<file path="src/hw/imem_pkg.sv">
`default_nettype none

package imem_pkg;

    // word-interleaved banks with bank = word address mod 4
    localparam int NUM_BANKS  = 4;
    localparam int BANK_W     = $clog2(NUM_BANKS);
    localparam int BANK_DEPTH = 256;
    localparam int ROW_W      = 8;
    localparam int WORD_W     = 32;

    // byte address width covering the whole image
    localparam int IMG_AW = ROW_W + BANK_W + 2;
    localparam int APB_AW = 32;

    typedef struct packed {
        logic              valid;
        logic [WORD_W-1:0] data;
    } bank_rsp_t;

    typedef struct packed {
        logic              psel;
        logic              penable;
        logic              pwrite;
        logic [APB_AW-1:0] paddr;
        logic [WORD_W-1:0] pwdata;
    } apb_req_t;

    typedef struct packed {
        logic              pready;
        logic [WORD_W-1:0] prdata;
        logic              pslverr;
    } apb_rsp_t;

endpackage

`default_nettype wire

</file>
<file path="src/hw/apb_loader.sv">
`default_nettype none

module apb_loader (
    input  wire logic                                                clk,
    input  wire logic                                                reset_i,
    input  wire imem_pkg::apb_req_t                                  apb_req_i,
    input  wire logic                                                run_i,
    input  wire logic [imem_pkg::NUM_BANKS-1:0][imem_pkg::WORD_W-1:0] rd_data_i,
    output imem_pkg::apb_rsp_t                                       apb_rsp_o,
    output logic [imem_pkg::NUM_BANKS-1:0]                           wr_en_o,
    output logic [imem_pkg::ROW_W-1:0]                               wr_row_o,
    output logic [imem_pkg::WORD_W-1:0]                              wr_data_o,
    output logic [imem_pkg::ROW_W-1:0]                               rd_row_o
);
    import imem_pkg::*;

    logic              setup;
    logic              access;
    logic              bad_addr;
    logic              err_q;
    logic              err;
    logic [BANK_W-1:0] bank_q;
    logic [ROW_W-1:0]  row_q;

    assign setup    = apb_req_i.psel && !apb_req_i.penable;
    assign access   = apb_req_i.psel && apb_req_i.penable;
    assign bad_addr = apb_req_i.paddr[APB_AW-1:IMG_AW] != '0;

    // address decoded in setup phase and held for the access phase
    always_ff @(posedge clk) begin
        if (reset_i) begin
            err_q <= 1'b0;
        end else if (setup) begin
            err_q <= run_i || bad_addr;
        end
    end

    always_ff @(posedge clk) begin
        if (setup) begin
            bank_q <= apb_req_i.paddr[BANK_W+1:2];
            row_q  <= apb_req_i.paddr[IMG_AW-1:BANK_W+2];
        end
    end

    // run may have gone high between setup and access
    assign err = err_q || run_i;

    always_comb begin
        wr_en_o = '0;
        if (access && apb_req_i.pwrite && !err) begin
            wr_en_o[bank_q] = 1'b1;
        end
    end

    assign wr_row_o  = row_q;
    assign wr_data_o = apb_req_i.pwdata;
    assign rd_row_o  = row_q;

    // no wait states
    assign apb_rsp_o.pready  = access;
    assign apb_rsp_o.pslverr = access && err;
    assign apb_rsp_o.prdata  = (access && !apb_req_i.pwrite && !err) ? rd_data_i[bank_q] : '0;

endmodule

`default_nettype wire

</file>
<file path="config.mk">
export PLATFORM = sky130hd
export DESIGN_NAME = apb_loader
export DESIGN_NICKNAME = d
export VERILOG_FILES = /design/src/hw/imem_pkg.sv /design/src/hw/apb_loader.sv
export SDC_FILE = /design/constraint.sdc
export NUM_CORES = 1
export LEC_CHECK = 0
export ABC_AREA = 0
export BUFFER_PORTS_ARGS = -buffer_cell sky130_fd_sc_hd__buf_2
export CELL_PAD_IN_SITES_DETAIL_PLACEMENT = 1
export CELL_PAD_IN_SITES_GLOBAL_PLACEMENT = 1
export CORE_AREA = 5 5 106 108
export DETAILED_ROUTE_END_ITERATION = 7
export DIE_AREA = 0 0 111 113
export PLACE_DENSITY = 0.82
export SYNTH_ARGS = -nofsm -noshare
export SYNTH_HDL_FRONTEND = slang
export SYNTH_SLANG_ARGS = --single-unit
</file>
<file path="constraint.sdc">
create_clock -name clk -period 3.9 [get_ports clk]
set_input_delay 0.39 -clock clk [delete_from_list [all_inputs] [get_ports clk]]
set_output_delay 0.39 -clock clk [all_outputs]
set_load 0.01 [all_outputs]
</file>
==> results.md <==
| Result | Reported | Unit |
|---|---|---|
| Run status | completed | - |
| Slew Viols, Final | 0 | - |
| Number of detailed-routing iterations run before antenna repair | 4 | - |
| # Max-Cap Violations | 0 | - |
| Number of buffers added for setup after CTS | 0 | - |
| Setup slack of the most critical reg-to-reg path | 3.21 | ns |
| Num Clock Sinks | 11 | - |
| Avg Synthesized Cell Area | 12.0 | sq um |
| Pwr/cell area | 177 | nW/um^2 |
| Die X-Extent | 111 | um |
| Finish-stage setup viols | 0 | - |
| Total number of vias | 1926 | - |
| Source-to-sink clock delay at the later pin of the worst-skew pair | 0.23 | ns |
| Data arrival, critical path | 1.98 | ns |
| RePlAce Congestion | 0.828 | - |
| Proportion of synthesized flip-flops having asynchronous set or reset | 0 | % |
| Die Footprint | 12500 | sq um |
| Starting utilization of the core area | 17.6 | % |
| HPWL after detailed placement | 6990 | um |
| Number of H-tree levels | 1 | - |
| Critical path endpoint | apb_rsp_o[7] | - |
| Yosys reg bits | 11 | - |
| Cell area after placement | 2670 | sq um |
| Global-route usage over all layers | 11.5 | % |
| IR Drop Worst-Case VDD | 0.0630 | mV |
| Fraction of synthesized cell area taken by the top area cell type | 34.1 | % |
| Global-route wire length before repair | 11800 | um |
| Transition time at the pin with the least slew margin | 1.07 | ns |
| Cell types with the highest counts after synthesis | 41 x sky130_fd_sc_hd__buf_4, 31 x sky130_fd_sc_hd__nor2b_1, 27 x sky130_fd_sc_hd__mux4_2 | - |
| Number of standard cells after synthesis | 149 | - |
| Top flip-flop cell by instance count after synthesis | sky130_fd_sc_hd__edfxtp_1 | - |
| CTS Buf Count | 3 | - |
| Fin area | 2710 | sq um |
| Startpoint type of the worst setup path | flop | - |
| Syn_nets | 347 | - |
| Tightest slew margin relative to the limit | 28.6 | % |
| Post-placement worst setup slack | 1.72 | ns |
| Number of buffer cells added on primary ports | 217 | - |
| Share of cells above drive strength 1 | 78.8 | % |
| WP data required | 3.51 | ns |
| Resize count post-CTS | 0 | - |
| Root buf cell | sky130_fd_sc_hd__clkbuf_8 | - |
| Syn. warnings | 0 | - |
| End of the worst register-to-register path | err_q | - |
| Worst Reg-to-Reg Cells | 2 | - |
| Vias per inst | 4.22 | - |
| Number of cells after detailed placement | 452 | - |
| Count of unique library cells instantiated by Yosys | 21 | - |
| Max Fanout on Critical Path | 35 | - |
| Post-route clock period utilization | 60.8 | % |
| Dominant cell type by area after synthesis | sky130_fd_sc_hd__mux4_2 | - |
| RSZ-0062 raised after global routing | false | - |
| Synth-to-Final Area Change | 52.2 | % |
| Routed wire length | 7750 | um |
| Most frequently used cell type in the post-synthesis netlist | sky130_fd_sc_hd__buf_4 | - |
| Floorplan die height | 113 | um |
| DRT antenna net count | 0 | - |
| Setup TNS after final layout | 0 | ns |
| Hold crit path type | in2reg | - |
| Crit end category | primary output | - |
| Count of flip-flops with a built-in enable after synthesis | 10 | - |
| Leftover overflow at the end of global routing | 0 | - |
| Placeable core area | 10100 | sq um |
| Final worst path period need | 2.37 | ns |
| # diodes | 0 | - |
| Number of nets in the final layout | 519 | - |
| Top-level port count | 284 | - |
| Number of hold buffers added after CTS | 0 | - |
| Maximum number of pins on one net before global-route repair | 36 | - |
| # DRC | 0 | - |
| Netlist area before placement | 1780 | sq um |
| Critical Path Source | bank_q[0] | - |
| CTS tree | yes | - |
| Final Skew | 0 | ns |
| CTS clock-pin slew for the worst setup and hold paths | 0.06 | ns |
| Worst hold stages | 1 | - |
| Number of antenna violations at the first check in global routing | 0 | - |
| Number of fillers in the final layout | 1248 | - |
| Worst R2R Start | err_q | - |
| Routed wire length per instance | 17.0 | um |
| Register area share after synthesis | 18.0 | % |
| Std-Cell Rows | 37 | - |
| Worst Setup Slack, final | 1.53 | ns |
| Leakage power summed over all cells | 1.38 | nW |
| Number of global-route vias before repair | 2226 | - |
| Maximum root-to-sink buffer count | 2 | - |
| Filler-free cell count of the finished design | 456 | - |
| DRC marker count from the first detailed-route iteration | 53 | - |
| Fin. Hold Viols | 0 | - |
| Maximum achievable frequency | 0.422 | GHz |
| Synth area leaders | sky130_fd_sc_hd__mux4_2 34%, sky130_fd_sc_hd__buf_4 17%, sky130_fd_sc_hd__edfxtp_1 17%, sky130_fd_sc_hd__nor2b_1 11%, sky130_fd_sc_hd__mux4_1 7.4% | - |
| Category of the most critical setup path | reg2out | - |
==> metrics by stage <==
step	power (mW)	utilization, %	hold slack, ns
floorplan	0.302	-	0.489
global placement	0.360	26.3	0.527
detailed placement	0.369	26.3	0.556
CTS	0.491	26.7	0.318
global route	0.514	26.7	0.314
finish	0.479	26.7	0.324
==> layout by cell type (no fill, tap or decap), drive strengths merged, types with 2 or more instances in the layout <==
master  synthesis  final
or4             2      2
nor4            3      3
inv             3      3
clkbuf          0      3
mux4           32     32
nor3            6      6
nor2b          32     32
nor2            2      2
buf            52    219
edfxtp         10     10
==> report_power, final <==
group          leakage (nW)  switching (mW)  internal [mW]
clock                0.0255          0.0465         0.0703
sequential            0.102         0.00344          0.138
combinational          1.26          0.0795          0.141
total                  1.38           0.129          0.349
==> how the worst min path moves through the flow <==
| stage | start | end | slack (ns) |
|---|---|---|---|
| 6_report | apb_req_i[38] | rd_row_o[2] | 0.32 |
| 4_1_cts | apb_req_i[38] | rd_row_o[2] | 0.32 |
| 5_1_grt | apb_req_i[38] | rd_row_o[2] | 0.31 |
| 3_5_place_dp | err_q | err_q | 0.56 |
| 3_3_place_gp | err_q | err_q | 0.53 |
| 2_1_floorplan | apb_req_i[34] | bank_q[0] | 0.49 |
==> worst max-delay path, cell delays in order (launching register included) <==
cell and delay, ns:
sky130_fd_sc_hd__edfxtp_1 0.32, sky130_fd_sc_hd__buf_4 0.48, sky130_fd_sc_hd__mux4_2 0.59, sky130_fd_sc_hd__nor2b_1 0.16, sky130_fd_sc_hd__buf_2 0.16
==> cell families after synthesis <==
logic type / Yosys count / share of synthesized area (%)
buf+inv: 55 / 22.4
simple gates: 49 / 17.3
mux: 32 / 41.5
flops: 11 / 18.0
compound gates: 2 / 0.773
==> cell type report <==
| class | count | area, sq um | area share [%] |
|---|---|---|---|
| inverter | 3 | 11.3 | 0.415 |
| multi-input combinational | 83 | 1060 | 39.2 |
| clock buffer | 3 | 41.3 | 1.52 |
| clock inverter | 1 | 5.00 | 0.185 |
| timing repair buffer | 219 | 1100 | 40.6 |
| tap | 136 | 170 | 6.28 |
| sequential | 11 | 320 | 11.8 |
==> sequential cells by signal (all words and copies together), names as in the netlist <==
| signal | flops |
|---|---|
| err_q | 1 |
| rd_row_o | 8 |
| bank_q | 2 |
==> routing by layer <==
layer  global-route usage [%]  wire length, um  vias to the layer above
met4                     1.64               53                        0
li1                         -                -                      867
met1                     11.5             2640                      915
met5                        0                0                        -
met2                     23.7             4240                      134
met3                     3.53              811                       10
Note: power is estimated with default switching activity, not from simulation.
