===== src/hw/imem_pkg.sv =====
`default_nettype none

package imem_pkg;

    // word-interleaved banks with bank = word address mod 4
    localparam int NUM_BANKS  = 4;
    localparam int BANK_W     = $clog2(NUM_BANKS);
    localparam int BANK_DEPTH = 256;
    localparam int ROW_W      = 8;
    localparam int WORD_W     = 32;

    // byte address width covering the whole image
    localparam int IMG_AW = ROW_W + BANK_W + 2;
    localparam int APB_AW = 32;

    typedef struct packed {
        logic              valid;
        logic [WORD_W-1:0] data;
    } bank_rsp_t;

    typedef struct packed {
        logic              psel;
        logic              penable;
        logic              pwrite;
        logic [APB_AW-1:0] paddr;
        logic [WORD_W-1:0] pwdata;
    } apb_req_t;

    typedef struct packed {
        logic              pready;
        logic [WORD_W-1:0] prdata;
        logic              pslverr;
    } apb_rsp_t;

endpackage

`default_nettype wire


===== src/hw/ifu_pkg.sv =====
`default_nettype none

package ifu_pkg;

    localparam int XLEN = 64;
    localparam logic [XLEN-1:0] RESET_PC = 64'h0000_0000_8000_0000;
    localparam int PC_STEP = 4;

    // packet queue toward decode
    localparam int FIFO_DEPTH = 4;
    localparam int FIFO_PTR_W = $clog2(FIFO_DEPTH);

    typedef logic [XLEN-1:0] pc_t;

    typedef enum logic [1:0] {
        redir_none,
        redir_jump_imm,
        redir_jump_reg,
        redir_trap
    } redirect_kind_t;

    typedef struct packed {
        logic            jal;
        logic            branch;
        logic            jalr;
        logic            trap;
        logic [XLEN-1:0] alu_res;
        pc_t             base_pc;
        logic [XLEN-1:0] imm;
        logic [XLEN-1:0] r1;
        pc_t             mtvec;
    } redirect_t;

    typedef struct packed {
        logic                        valid;
        logic [imem_pkg::BANK_W-1:0] bank;
        logic [imem_pkg::ROW_W-1:0]  row;
        logic                        epoch;
        pc_t                         pc;
    } fetch_req_t;

    typedef struct packed {
        pc_t                         pc;
        logic [imem_pkg::WORD_W-1:0] inst;
    } fetch_pkt_t;

endpackage

`default_nettype wire


===== src/hw/fetch_collect.sv =====
`default_nettype none

module fetch_collect (
    input  wire logic                                       clk,
    input  wire logic                                       reset_i,
    input  wire ifu_pkg::fetch_req_t                        req_i,
    input  wire logic                                       epoch_i,
    input  wire imem_pkg::bank_rsp_t [imem_pkg::NUM_BANKS-1:0] rsp_i,
    input  wire logic                                       out_ready_i,
    output logic                                            room_o,
    output ifu_pkg::fetch_pkt_t                             out_pkt_o,
    output logic                                            out_valid_o
);
    import ifu_pkg::*;
    import imem_pkg::*;

    fetch_req_t            fly_q;
    logic                  seen_epoch_q;
    bank_rsp_t             rsp_sel;
    logic                  flush;
    logic                  push;
    logic                  pop;
    fetch_pkt_t            fifo_q [FIFO_DEPTH];
    logic [FIFO_PTR_W-1:0] wr_ptr_q;
    logic [FIFO_PTR_W-1:0] rd_ptr_q;
    logic [FIFO_PTR_W:0]   count_q;
    logic [FIFO_PTR_W:0]   free;

    // shadow of the request whose bank read is under way
    always_ff @(posedge clk) begin
        if (reset_i) begin
            fly_q        <= '0;
            seen_epoch_q <= 1'b0;
        end else begin
            fly_q        <= req_i;
            seen_epoch_q <= epoch_i;
        end
    end

    assign rsp_sel = rsp_i[fly_q.bank];

    // stale words from before a redirect are dropped here
    assign push  = fly_q.valid && rsp_sel.valid && (fly_q.epoch == epoch_i);
    assign flush = epoch_i != seen_epoch_q;
    assign pop   = out_valid_o && out_ready_i;

    always_ff @(posedge clk) begin
        if (reset_i || flush) begin
            wr_ptr_q <= '0;
            rd_ptr_q <= '0;
            count_q  <= '0;
        end else begin
            if (push) begin
                wr_ptr_q <= wr_ptr_q + 1'b1;
            end
            if (pop) begin
                rd_ptr_q <= rd_ptr_q + 1'b1;
            end
            count_q <= count_q + push - pop;
        end
    end

    always_ff @(posedge clk) begin
        if (push) begin
            fifo_q[wr_ptr_q] <= '{pc: fly_q.pc, inst: rsp_sel.data};
        end
    end

    assign out_valid_o = count_q != '0;
    assign out_pkt_o   = fifo_q[rd_ptr_q];

    // keep a slot for the word still in the bank
    assign free   = (FIFO_PTR_W + 1)'(FIFO_DEPTH) - count_q;
    assign room_o = free > (FIFO_PTR_W + 1)'(fly_q.valid);

endmodule

`default_nettype wire


===== config.mk =====
export PLATFORM = sky130hd
export DESIGN_NAME = fetch_collect
export DESIGN_NICKNAME = d
export VERILOG_FILES = /design/src/hw/imem_pkg.sv /design/src/hw/ifu_pkg.sv /design/src/hw/fetch_collect.sv
export SDC_FILE = /design/constraint.sdc
export NUM_CORES = 1
export LEC_CHECK = 0
export ABC_AREA = 1
export CAP_MARGIN = 20
export CORE_UTILIZATION = 49
export DETAILED_ROUTE_END_ITERATION = 10
export DONT_BUFFER_PORTS = 1
export GPL_TIMING_DRIVEN = 0
export PLACE_DENSITY = 0.63
export SYNTH_ARGS = -nofsm -noshare
export SYNTH_HDL_FRONTEND = slang
export SYNTH_SLANG_ARGS = --single-unit

===== constraint.sdc =====
create_clock -name clk -period 6.4 [get_ports clk]
set_input_delay 1.28 -clock clk [delete_from_list [all_inputs] [get_ports clk]]
set_output_delay 1.28 -clock clk [all_outputs]
set_load 0.05 [all_outputs]

==> metrics.txt <==
status=finished clean; CP max stage delay=0.92 ns; Syn Nets=1630; clk_lat worst skew=0.54 ns; Setup Skew=approximately 0.0095 ns; Period Utilization, post-route=64.4%; worst min path class=flop to flop; FP Rows=about 70; remaining antenna violation count=0; post-synthesis register bit count=462; startpoint types=flop; Critical Path RT=5.12 ns; core area=0.0356 sq mm; total wire length=between 40000 and 50000 um; synth top area cells=edfxtp_1 65%, dfxtp_1 8.8%, nor2_1 7.1%, o21ai_0 4.7%, o22ai_1 4.5%; syn_area_per_cell=12.6 sq um; RSZ-0062 raised after global routing=false; total of warnings raised by yosys=0; leak pwr=0.00733 uW; placed cells=between 1500 and 2000; via count=11177; CTS tree=yes; Die Height=192 um; Max Fclk=0.243 GHz; worst vdd rail ir drop=0.000184 V; via/cell ratio=5.59; # Max-Cap Violations=0; crit-path cells=inv_2 > buf_2 > buf_2 > o21ai_1 > o22ai_1; hold_buf cts=0; Syn Std Cell Area=0.0177 sq mm; top cell type's share of synthesized area=65.2%; drt first pass iters=5; DR WL/cell=21.5 um; Iteration-0 DRC Markers=roughly 840; H-tree depth=2; Initial Utilization=49.7%; synthesized netlist cell count=1408; crit path max fanout=10; first-pass GRT wire length=62900 um; largest net degree at the start of global routing=28; number of CTS-inserted buffers=46; Rel. slew slack=18.5%; Setup Fix Bufs, Post-CTS=0; Final Wtd Congestion=about 0.83; final-report max-slew violation count=0; die area=roughly 0.037 sq mm; share of cells above drive strength 1=11.9%; Fin. Hold Viols=0; Critical-path top delay cell=o22ai_1; top cell type by total area after synthesis=edfxtp_1; number of I/O pins=310; die width=192 um; initial antenna violation count=2; Crit path arrival time=2.84 ns; final cell count without fillers=1998; most used cell, CP=buf_2; fin nets=1719; Total GRT Usage=between 20 and 25%; Syn-to-layout area delta=15.3%; CP Capture Type=output pin; clock sink total=462; Worst Path Class, Setup=flop to output pin; power density cells=315 mW/mm^2; endpoints failing setup=0; DP Wirelength=~29000 um; global route overflow=0; cts repair resizes=0; vias in the first global route=about 11000; CTS root buf=clkbuf_16; DRC viols=0; Worst-path clk slew=0.06 ns; Max clock buf depth=3; Seq/Total Area, Yosys=74.0%; total power=6410 uW; post-synth cell types=24; post-layout minimum cycle time=4.12 ns; PortBufs=0; worst slew pin tran=1.24 ns
cell families after synthesis:
| kind of cell | share of synthesized area [%] |
|---|---|
| compound gates | 12.1 |
| buf+inv | 5.31 |
| simple gates | 7.78 |
| flops | 74.0 |
| xor+xnor | 0.0495 |
| fa+ha+maj | 0.750 |
flip-flops by register name, indices dropped and copies added (netlist names), named ones only:
name          flops
rd_ptr_q          2
fly_q            68
wr_ptr_q          2
fifo_q          384
seen_epoch_q      1
count_q           3
per-stage QoR:
step | setup slack [ns] | utilization (%) | setup TNS, ns | hold slack, ns | area (sq um)
after floorplan | 0.0761 | - | 0 | 0.436 | 17700
after global placement | -3.57 | 51.3 | -1333.57 | 0.450 | 18300
after detailed placement | 2.80 | 52.9 | 0 | 0.458 | 18800
after CTS | 2.20 | 57.2 | 0 | 0.471 | 20400
after global routing | 2.16 | 57.3 | 0 | 0.481 | 20400
final | 2.28 | 57.3 | 0 | 0.469 | 20400
final cells by class:
class / count / area [sq um]
clock buffers: 66 / 1360
clock inverters: 19 / 178
flip-flops and latches: 462 / 13100
inverters: 93 / 352
fillers: 2886 / 15200
plain buffers: 90 / 587
well taps: 461 / 577
multi-input cells: 763 / 3680
diodes: 3 / 7.51
repair buffers: 41 / 549
synth_stat cells:
cell type / instances
a21oi_1: 6
or2_2: 1
nand3_4: 1
nand3_1: 2
clkbuf_1: 29
clkbuf_2: 6
o22ai_1: 128
fa_1: 1
xnor2_1: 1
dfxtp_1: 78
o211ai_1: 1
buf_2: 22
inv_2: 2
nand2_1: 16
nor2_1: 336
buf_6: 24
edfxtp_1: 384
ha_1: 9
inv_1: 90
buf_4: 9
nand3_2: 2
inv_4: 1
o21ai_1: 93
o21ai_0: 166
routing by layer:
| layer | GRT usage, % | vias to the layer above | share of wire, % |
|---|---|---|---|
| met4 | 6.90 | 0 | 2.4 |
| li1 | - | 5225 | - |
| met5 | 0 | - | 0 |
| met3 | 5.01 | 71 | 7.3 |
| met2 | 38.7 | 443 | 49 |
| met1 | 30.2 | 5438 | 41 |
layout by cell type, fill, tap and decap left out, types with 2 or more instances in the layout:
| master | count |
|---|---|
| edfxtp_1 | 384 |
| nor2_1 | 332 |
| o21ai_0 | 166 |
| o22ai_1 | 128 |
| o21ai_1 | 93 |
| inv_1 | 90 |
| dfxtp_1 | 78 |
| clkbuf_16 | 49 |
| clkbuf_1 | 39 |
| buf_6 | 32 |
| buf_4 | 27 |
| buf_2 | 22 |
| nand2_1 | 16 |
| buf_12 | 10 |
| ha_1 | 9 |
| clkbuf_8 | 8 |
| clkinv_2 | 7 |
| clkbuf_2 | 6 |
| a21oi_1 | 6 |
| clkinv_1 | 5 |
| nor2_4 | 4 |
| buf_16 | 4 |
| diode_2 | 3 |
| bufinv_16 | 3 |
| inv_2 | 2 |
| nand3_2 | 2 |
| nand3_1 | 2 |
| clkinv_4 | 2 |
path summary, 6_finish.rpt:
kind / depth (start not counted) / slack [ns] / end / start
setup / recovery: 5 / 2.28 / out_pkt_o[58] / flop
setup reg to reg: 6 / 3.63 / fifo_q[2][62] / fly_q[74]
hold / removal: 0 / 0.47 / fifo_q[0][42] / fly_q[10]
hold reg to reg: 0 / 0.47 / fifo_q[0][42] / fly_q[10]
report_power, final:
group          switching (uW)  leakage (uW)  internal (uW)
Sequential               26.8       0.00416           3310
Combinational             313       0.00241           93.5
Clock                    1070      0.000757           1600
Total                    1410       0.00733           5010
critical path: cells and delay by family, from the launching register on:
kind            cells  cell delay (ns)
compound gates      2             1.03
buf+inv             3             0.82
flops               1             0.43
Note: power is estimated with default switching activity, not from simulation.
