[src/hw/imem_pkg.sv]
`default_nettype none

package imem_pkg;

    // word-interleaved banks with bank = word address mod 4
    localparam int NUM_BANKS  = 4;
    localparam int BANK_W     = $clog2(NUM_BANKS);
    localparam int BANK_DEPTH = 256;
    localparam int ROW_W      = 8;
    localparam int WORD_W     = 32;

    // byte address width covering the whole image
    localparam int IMG_AW = ROW_W + BANK_W + 2;
    localparam int APB_AW = 32;

    typedef struct packed {
        logic              valid;
        logic [WORD_W-1:0] data;
    } bank_rsp_t;

    typedef struct packed {
        logic              psel;
        logic              penable;
        logic              pwrite;
        logic [APB_AW-1:0] paddr;
        logic [WORD_W-1:0] pwdata;
    } apb_req_t;

    typedef struct packed {
        logic              pready;
        logic [WORD_W-1:0] prdata;
        logic              pslverr;
    } apb_rsp_t;

endpackage

`default_nettype wire

[src/hw/ifu_pkg.sv]
`default_nettype none

package ifu_pkg;

    localparam int XLEN = 64;
    localparam logic [XLEN-1:0] RESET_PC = 64'h0000_0000_8000_0000;
    localparam int PC_STEP = 4;

    // packet queue toward decode
    localparam int FIFO_DEPTH = 4;
    localparam int FIFO_PTR_W = $clog2(FIFO_DEPTH);

    typedef logic [XLEN-1:0] pc_t;

    typedef enum logic [1:0] {
        redir_none,
        redir_jump_imm,
        redir_jump_reg,
        redir_trap
    } redirect_kind_t;

    typedef struct packed {
        logic            jal;
        logic            branch;
        logic            jalr;
        logic            trap;
        logic [XLEN-1:0] alu_res;
        pc_t             base_pc;
        logic [XLEN-1:0] imm;
        logic [XLEN-1:0] r1;
        pc_t             mtvec;
    } redirect_t;

    typedef struct packed {
        logic                        valid;
        logic [imem_pkg::BANK_W-1:0] bank;
        logic [imem_pkg::ROW_W-1:0]  row;
        logic                        epoch;
        pc_t                         pc;
    } fetch_req_t;

    typedef struct packed {
        pc_t                         pc;
        logic [imem_pkg::WORD_W-1:0] inst;
    } fetch_pkt_t;

endpackage

`default_nettype wire

[src/hw/pc_sequencer.sv]
`default_nettype none

module pc_sequencer (
    input  wire logic               clk,
    input  wire logic               reset_i,
    input  wire logic               run_i,
    input  wire ifu_pkg::redirect_t redirect_i,
    input  wire logic               room_i,
    output ifu_pkg::fetch_req_t     req_o,
    output logic                    epoch_o
);
    import ifu_pkg::*;
    import imem_pkg::*;

    pc_t            pc_q;
    logic           epoch_q;
    redirect_kind_t kind;
    pc_t            target;
    pc_t            jr_sum;
    pc_t            offset;
    logic           redirect;
    logic           issue;

    assign jr_sum = redirect_i.r1 + redirect_i.imm;

    // jal or taken branch wins, then jalr, then trap
    always_comb begin
        kind   = redir_none;
        target = pc_q;
        if (redirect_i.jal || (redirect_i.branch && redirect_i.alu_res == '0)) begin
            kind   = redir_jump_imm;
            target = redirect_i.base_pc + redirect_i.imm;
        end else if (redirect_i.jalr) begin
            kind   = redir_jump_reg;
            target = {jr_sum[XLEN-1:1], 1'b0};
        end else if (redirect_i.trap) begin
            kind   = redir_trap;
            target = redirect_i.mtvec;
        end
    end

    assign redirect = kind != redir_none;

    // no issue in a redirect cycle since the pc is being replaced
    assign issue = run_i && !redirect && room_i;

    // image is based at RESET_PC with the same layout as the APB word address
    assign offset = pc_q - RESET_PC;

    always_comb begin
        req_o       = '0;
        req_o.valid = issue;
        req_o.bank  = offset[BANK_W+1:2];
        req_o.row   = offset[IMG_AW-1:BANK_W+2];
        req_o.epoch = epoch_q;
        req_o.pc    = pc_q;
    end

    // collector sees the new epoch already in the redirect cycle
    assign epoch_o = epoch_q ^ redirect;

    always_ff @(posedge clk) begin
        if (reset_i) begin
            pc_q    <= RESET_PC;
            epoch_q <= 1'b0;
        end else if (redirect) begin
            pc_q    <= target;
            epoch_q <= ~epoch_q;
        end else if (issue) begin
            pc_q <= pc_q + PC_STEP;
        end
    end

endmodule

`default_nettype wire

[config.mk]
export PLATFORM = sky130hd
export DESIGN_NAME = pc_sequencer
export DESIGN_NICKNAME = d
export VERILOG_FILES = /design/src/hw/imem_pkg.sv /design/src/hw/ifu_pkg.sv /design/src/hw/pc_sequencer.sv
export SDC_FILE = /design/constraint.sdc
export NUM_CORES = 1
export LEC_CHECK = 0
export ABC_CLOCK_PERIOD_IN_PS = 3400
export BUFFER_PORTS_ARGS = -buffer_cell sky130_fd_sc_hd__buf_2
export CAP_MARGIN = 20
export CORE_MARGIN = 1.5
export CORE_UTILIZATION = 48
export DETAILED_ROUTE_END_ITERATION = 7
export PLACE_DENSITY = 0.8
export RECOVER_POWER = 50
export SETUP_SLACK_MARGIN = 0.2
export SKIP_LAST_GASP = 1
export SLEW_MARGIN = 30
export SYNTH_ARGS = -nofsm -noshare
export SYNTH_HDL_FRONTEND = slang
export SYNTH_SLANG_ARGS = --single-unit
[constraint.sdc]
create_clock -name clk -period 3.4 [get_ports clk]
set_input_delay 0.68 -clock clk [delete_from_list [all_inputs] [get_ports clk]]
set_output_delay 0.68 -clock clk [all_outputs]
set_load 0.05 [all_outputs]
==> flow_metrics.tcl <==
set metrics [dict create \
    synth_flop_cell "dfxtp_1" \
    root_buffer "clkbuf_16" \
    setup.worst_path.end_class "register" \
    layout-drive-gt1-share_pct 33.57 \
    crit_path_start_kind "input port" \
    yosysUniqueCellTypes 82 \
    maxSlewHeadroom_pct 45.05 \
    ys_seq_area_share_pct 10.61 \
    grt_remaining_overflow 0 \
    detail_route.vias_per_cell 6.204 \
    min_to "pc_q[17]" \
    synth_edf_count 0 \
    io_buffers 404 \
    slew_viol_final 0 \
    cts_sinks 65 \
    r2r-end "pc_q[42]" \
    clock_latency_ns 0.35 \
    cts_tree "yes" \
    ys_ff_latch 65 \
    hold_start "pc_q[17]" \
    first_global_vias 16110 \
    placed_area_sq_mm 0.01666 \
    grt_max_degree 45 \
    cp_max_fo 4 \
    wl_per_cell_microns 22.37 \
    reg2reg_setup_slack_ns 0.34 \
    drtIter0Drc 1931 \
    synthTopCellsByArea "ha_1 13%, dfxtp_1 11%, a21oi_1 8.7%" \
    htree_levels 3 \
    num_rows 58 \
    power_density_mw_per_mm2 318.4 \
    worstReg2RegStart "pc_q[24]" \
    design_area_sq_mm 0.01782 \
    fmax_mhz 307.3 \
    worst_slew_pin_slew_ns 0.8213 \
    layout.nets 2861 \
    cp-startpoint "redirect_i[132]" \
    ys_warn_count 0 \
    status "completed" \
    drt_drc_violations_left 0 \
    final_antenna_net_count 0 \
    required_ns 3.68 \
    rsz0062_at_grt "true" \
    yosysTopAreaCell "ha_1" \
    rr_worst_depth 10 \
    die_area_sq_mm 0.02651 \
    vias 17060 \
    hpwl_microns 49590 \
    hold_slack_ns 0.5442 \
    synthToLayoutAreaGrowth_pct 45.34 \
    hold_buffers 0 \
    clockBufferDepth 2 \
    antenna_found_initial 11 \
    ioPinCount 405 \
    fin_crit_ns 3.254 \
    vdd_drop_max_v 0.0002641 \
    track_usage_pct 44.86 \
    synth.cell_area_sq_mm 0.01226 \
    fin_crit_sh_pct 95.70 \
    hold_viol_final 0 \
    syn_area_per_cell_sq_um 6.911 \
    worstSetupPathType "in -> reg" \
    holdPathStages 2 \
    initial_core_util_pct 48.82 \
    path_clk_slew_ns 0.07 \
    grt_pass1_wl_microns 90360 \
    numCtsBuffers 9 \
    core_area_sq_mm 0.02511 \
    drt_first_pass_iters 6 \
    yosys.area.top_type_share_pct 12.86 \
    arrival_ns 3.53 \
    routed_wl_microns 61520 \
    syn-num-nets 2230 \
    postSynthCellCount 1774 \
    setup_viol_count_final 0 \
    leakage_nw 8.078 \
    place.gp.congestion 1.023 \
    die_w_microns 162.8 \
    async_reset_ff_share_pct 0 \
    holdCritPathClass "reg -> reg" \
    max-cap-violations 0 \
    finalClockSkew_ns 0.01133 \
    die_h_microns 162.8 \
]
## state kept, by name, summed over array words and instances (netlist names)
name	flops
pc_q	64
epoch_q	1
## power by group
group	internal [mW]	leakage, nW	switching, mW	total [mW]
Combinational	1.45	7.39	2.11	3.56
Clock	0.651	0.150	0.434	1.08
Sequential	0.861	0.542	0.162	1.02
Total	2.96	8.08	2.71	5.67
## per-stage QoR
| stage | std cells | total power [mW] | setup WS, ns | util, % | setup TNS (ns) |
|---|---|---|---|---|---|
| after global routing | 2746 | 5.907 | 0.06045 | 70.92 | 0 |
| after global placement | 2706 | 4.298 | -0.5724 | 66.34 | -9.649 |
| after detailed placement | 2706 | 4.321 | -0.6335 | 66.34 | -10.70 |
| after CTS | 2732 | 5.490 | 0.1607 | 69.25 | 0 |
| after floorplan | 1774 | 2.965 | 0.01896 | - | 0 |
| final | 2750 | 5.673 | 0.1461 | 70.96 | 0 |
## cells in the final DEF, fill, tap and decap left out, types with 9 or more instances in the layout
master,netlist,final
o21bai_1,20,20
mux2i_1,28,28
dfxtp_1,65,65
inv_1,39,37
a21oi_2,0,21
xor2_1,70,69
nand3_1,52,52
o21a_1,9,9
nand4_1,58,58
a21oi_1,213,186
nand2_1,176,172
buf_2,4,329
nor2b_1,16,16
ha_4,0,15
o22ai_1,10,10
nand2b_1,18,17
a221oi_1,20,15
nor3_1,35,31
diode_2,0,10
or3_1,11,10
nor4_1,26,23
a21o_1,80,79
and3_1,14,14
a211oi_1,35,27
xnor2_1,90,89
ha_1,126,110
o21ai_1,6,14
a31oi_1,24,21
clkbuf_1,84,71
clkbuf_16,0,9
o21ai_0,121,108
and2_1,14,14
o211ai_1,14,14
buf_4,12,316
nor2_1,150,146
buf_6,0,10
## cells by family after synthesis
family / after synthesis / synth area share, %
flip-flops: 65 / 10.61
AO/OA/AOI/OAI: 642 / 33.74
multiplexers: 34 / 2.837
buffers and inverters: 149 / 4.970
XOR/XNOR: 160 / 11.43
AND/OR/NAND/NOR: 596 / 23.22
adder cells (fa/ha/maj): 128 / 13.19
## cell type report
class,count,area (sq um)
repair buffers,730,4473
clock inverters,7,102.6
fillers,2209,7292
clock buffers,9,225.2
flip-flops and latches,65,1301
inverters,39,146.4
multi-input cells,1560,11130
well taps,330,412.9
diodes,10,25.02
## synth_stat cells (all sizes together), types with 10 or more instances
library cell  instances
a211oi               35
a21o                 80
a21oi               213
a221oi               20
a31oi                25
and2                 15
and3                 14
buf                  26
clkbuf               84
dfxtp                65
ha                  126
inv                  39
mux2i                28
nand2               177
nand2b               18
nand3                52
nand4                58
nor2                150
nor2b                16
nor3                 35
nor4                 26
o211ai               14
o21ai               128
o21bai               21
o22ai                10
o31ai                13
or3                  11
xnor2                90
xor2                 70
## worst max-delay path, stage by stage
cell and delay [ns]:
buf_2 0.12, buf_4 0.13, ha_4 0.28, buf_4 0.11
nand2_1 0.08, nor2_2 0.17, a21oi_4 0.09, or4_4 0.47
a2111oi_4 0.33, buf_6 0.19, o311ai_4 0.14, o21ai_4 0.23
a31oi_4 0.15, mux2i_1 0.15, a211oi_2 0.18
## routing by layer
layer / part of all wire, % / vias up / GRT usage [%]
met5: 0.020 / - / 0
met4: 7.6 / 2 / 30.28
met3: 10 / 257 / 9.753
met2: 45 / 1108 / 72.77
met1: 37 / 7819 / 52.95
li1: - / 7875 / -
## worst max-delay path by stage
stage,slack [ns],endpoint
after floorplan,0.02,pc_q[58]
after global placement,-0.57,pc_q[58]
after detailed placement,-0.63,pc_q[58]
after CTS,0.16,pc_q[58]
after global routing,0.06,pc_q[56]
final,0.15,pc_q[58]
## timing repair
item / CTS / global route
pin swaps: 27 / 41
buffers inserted: 10 / 8
resized for setup: 60 / 79
endpoints found under the setup margin: 31 / 34
No activity file was read; power rests on OpenSTA's default activity.
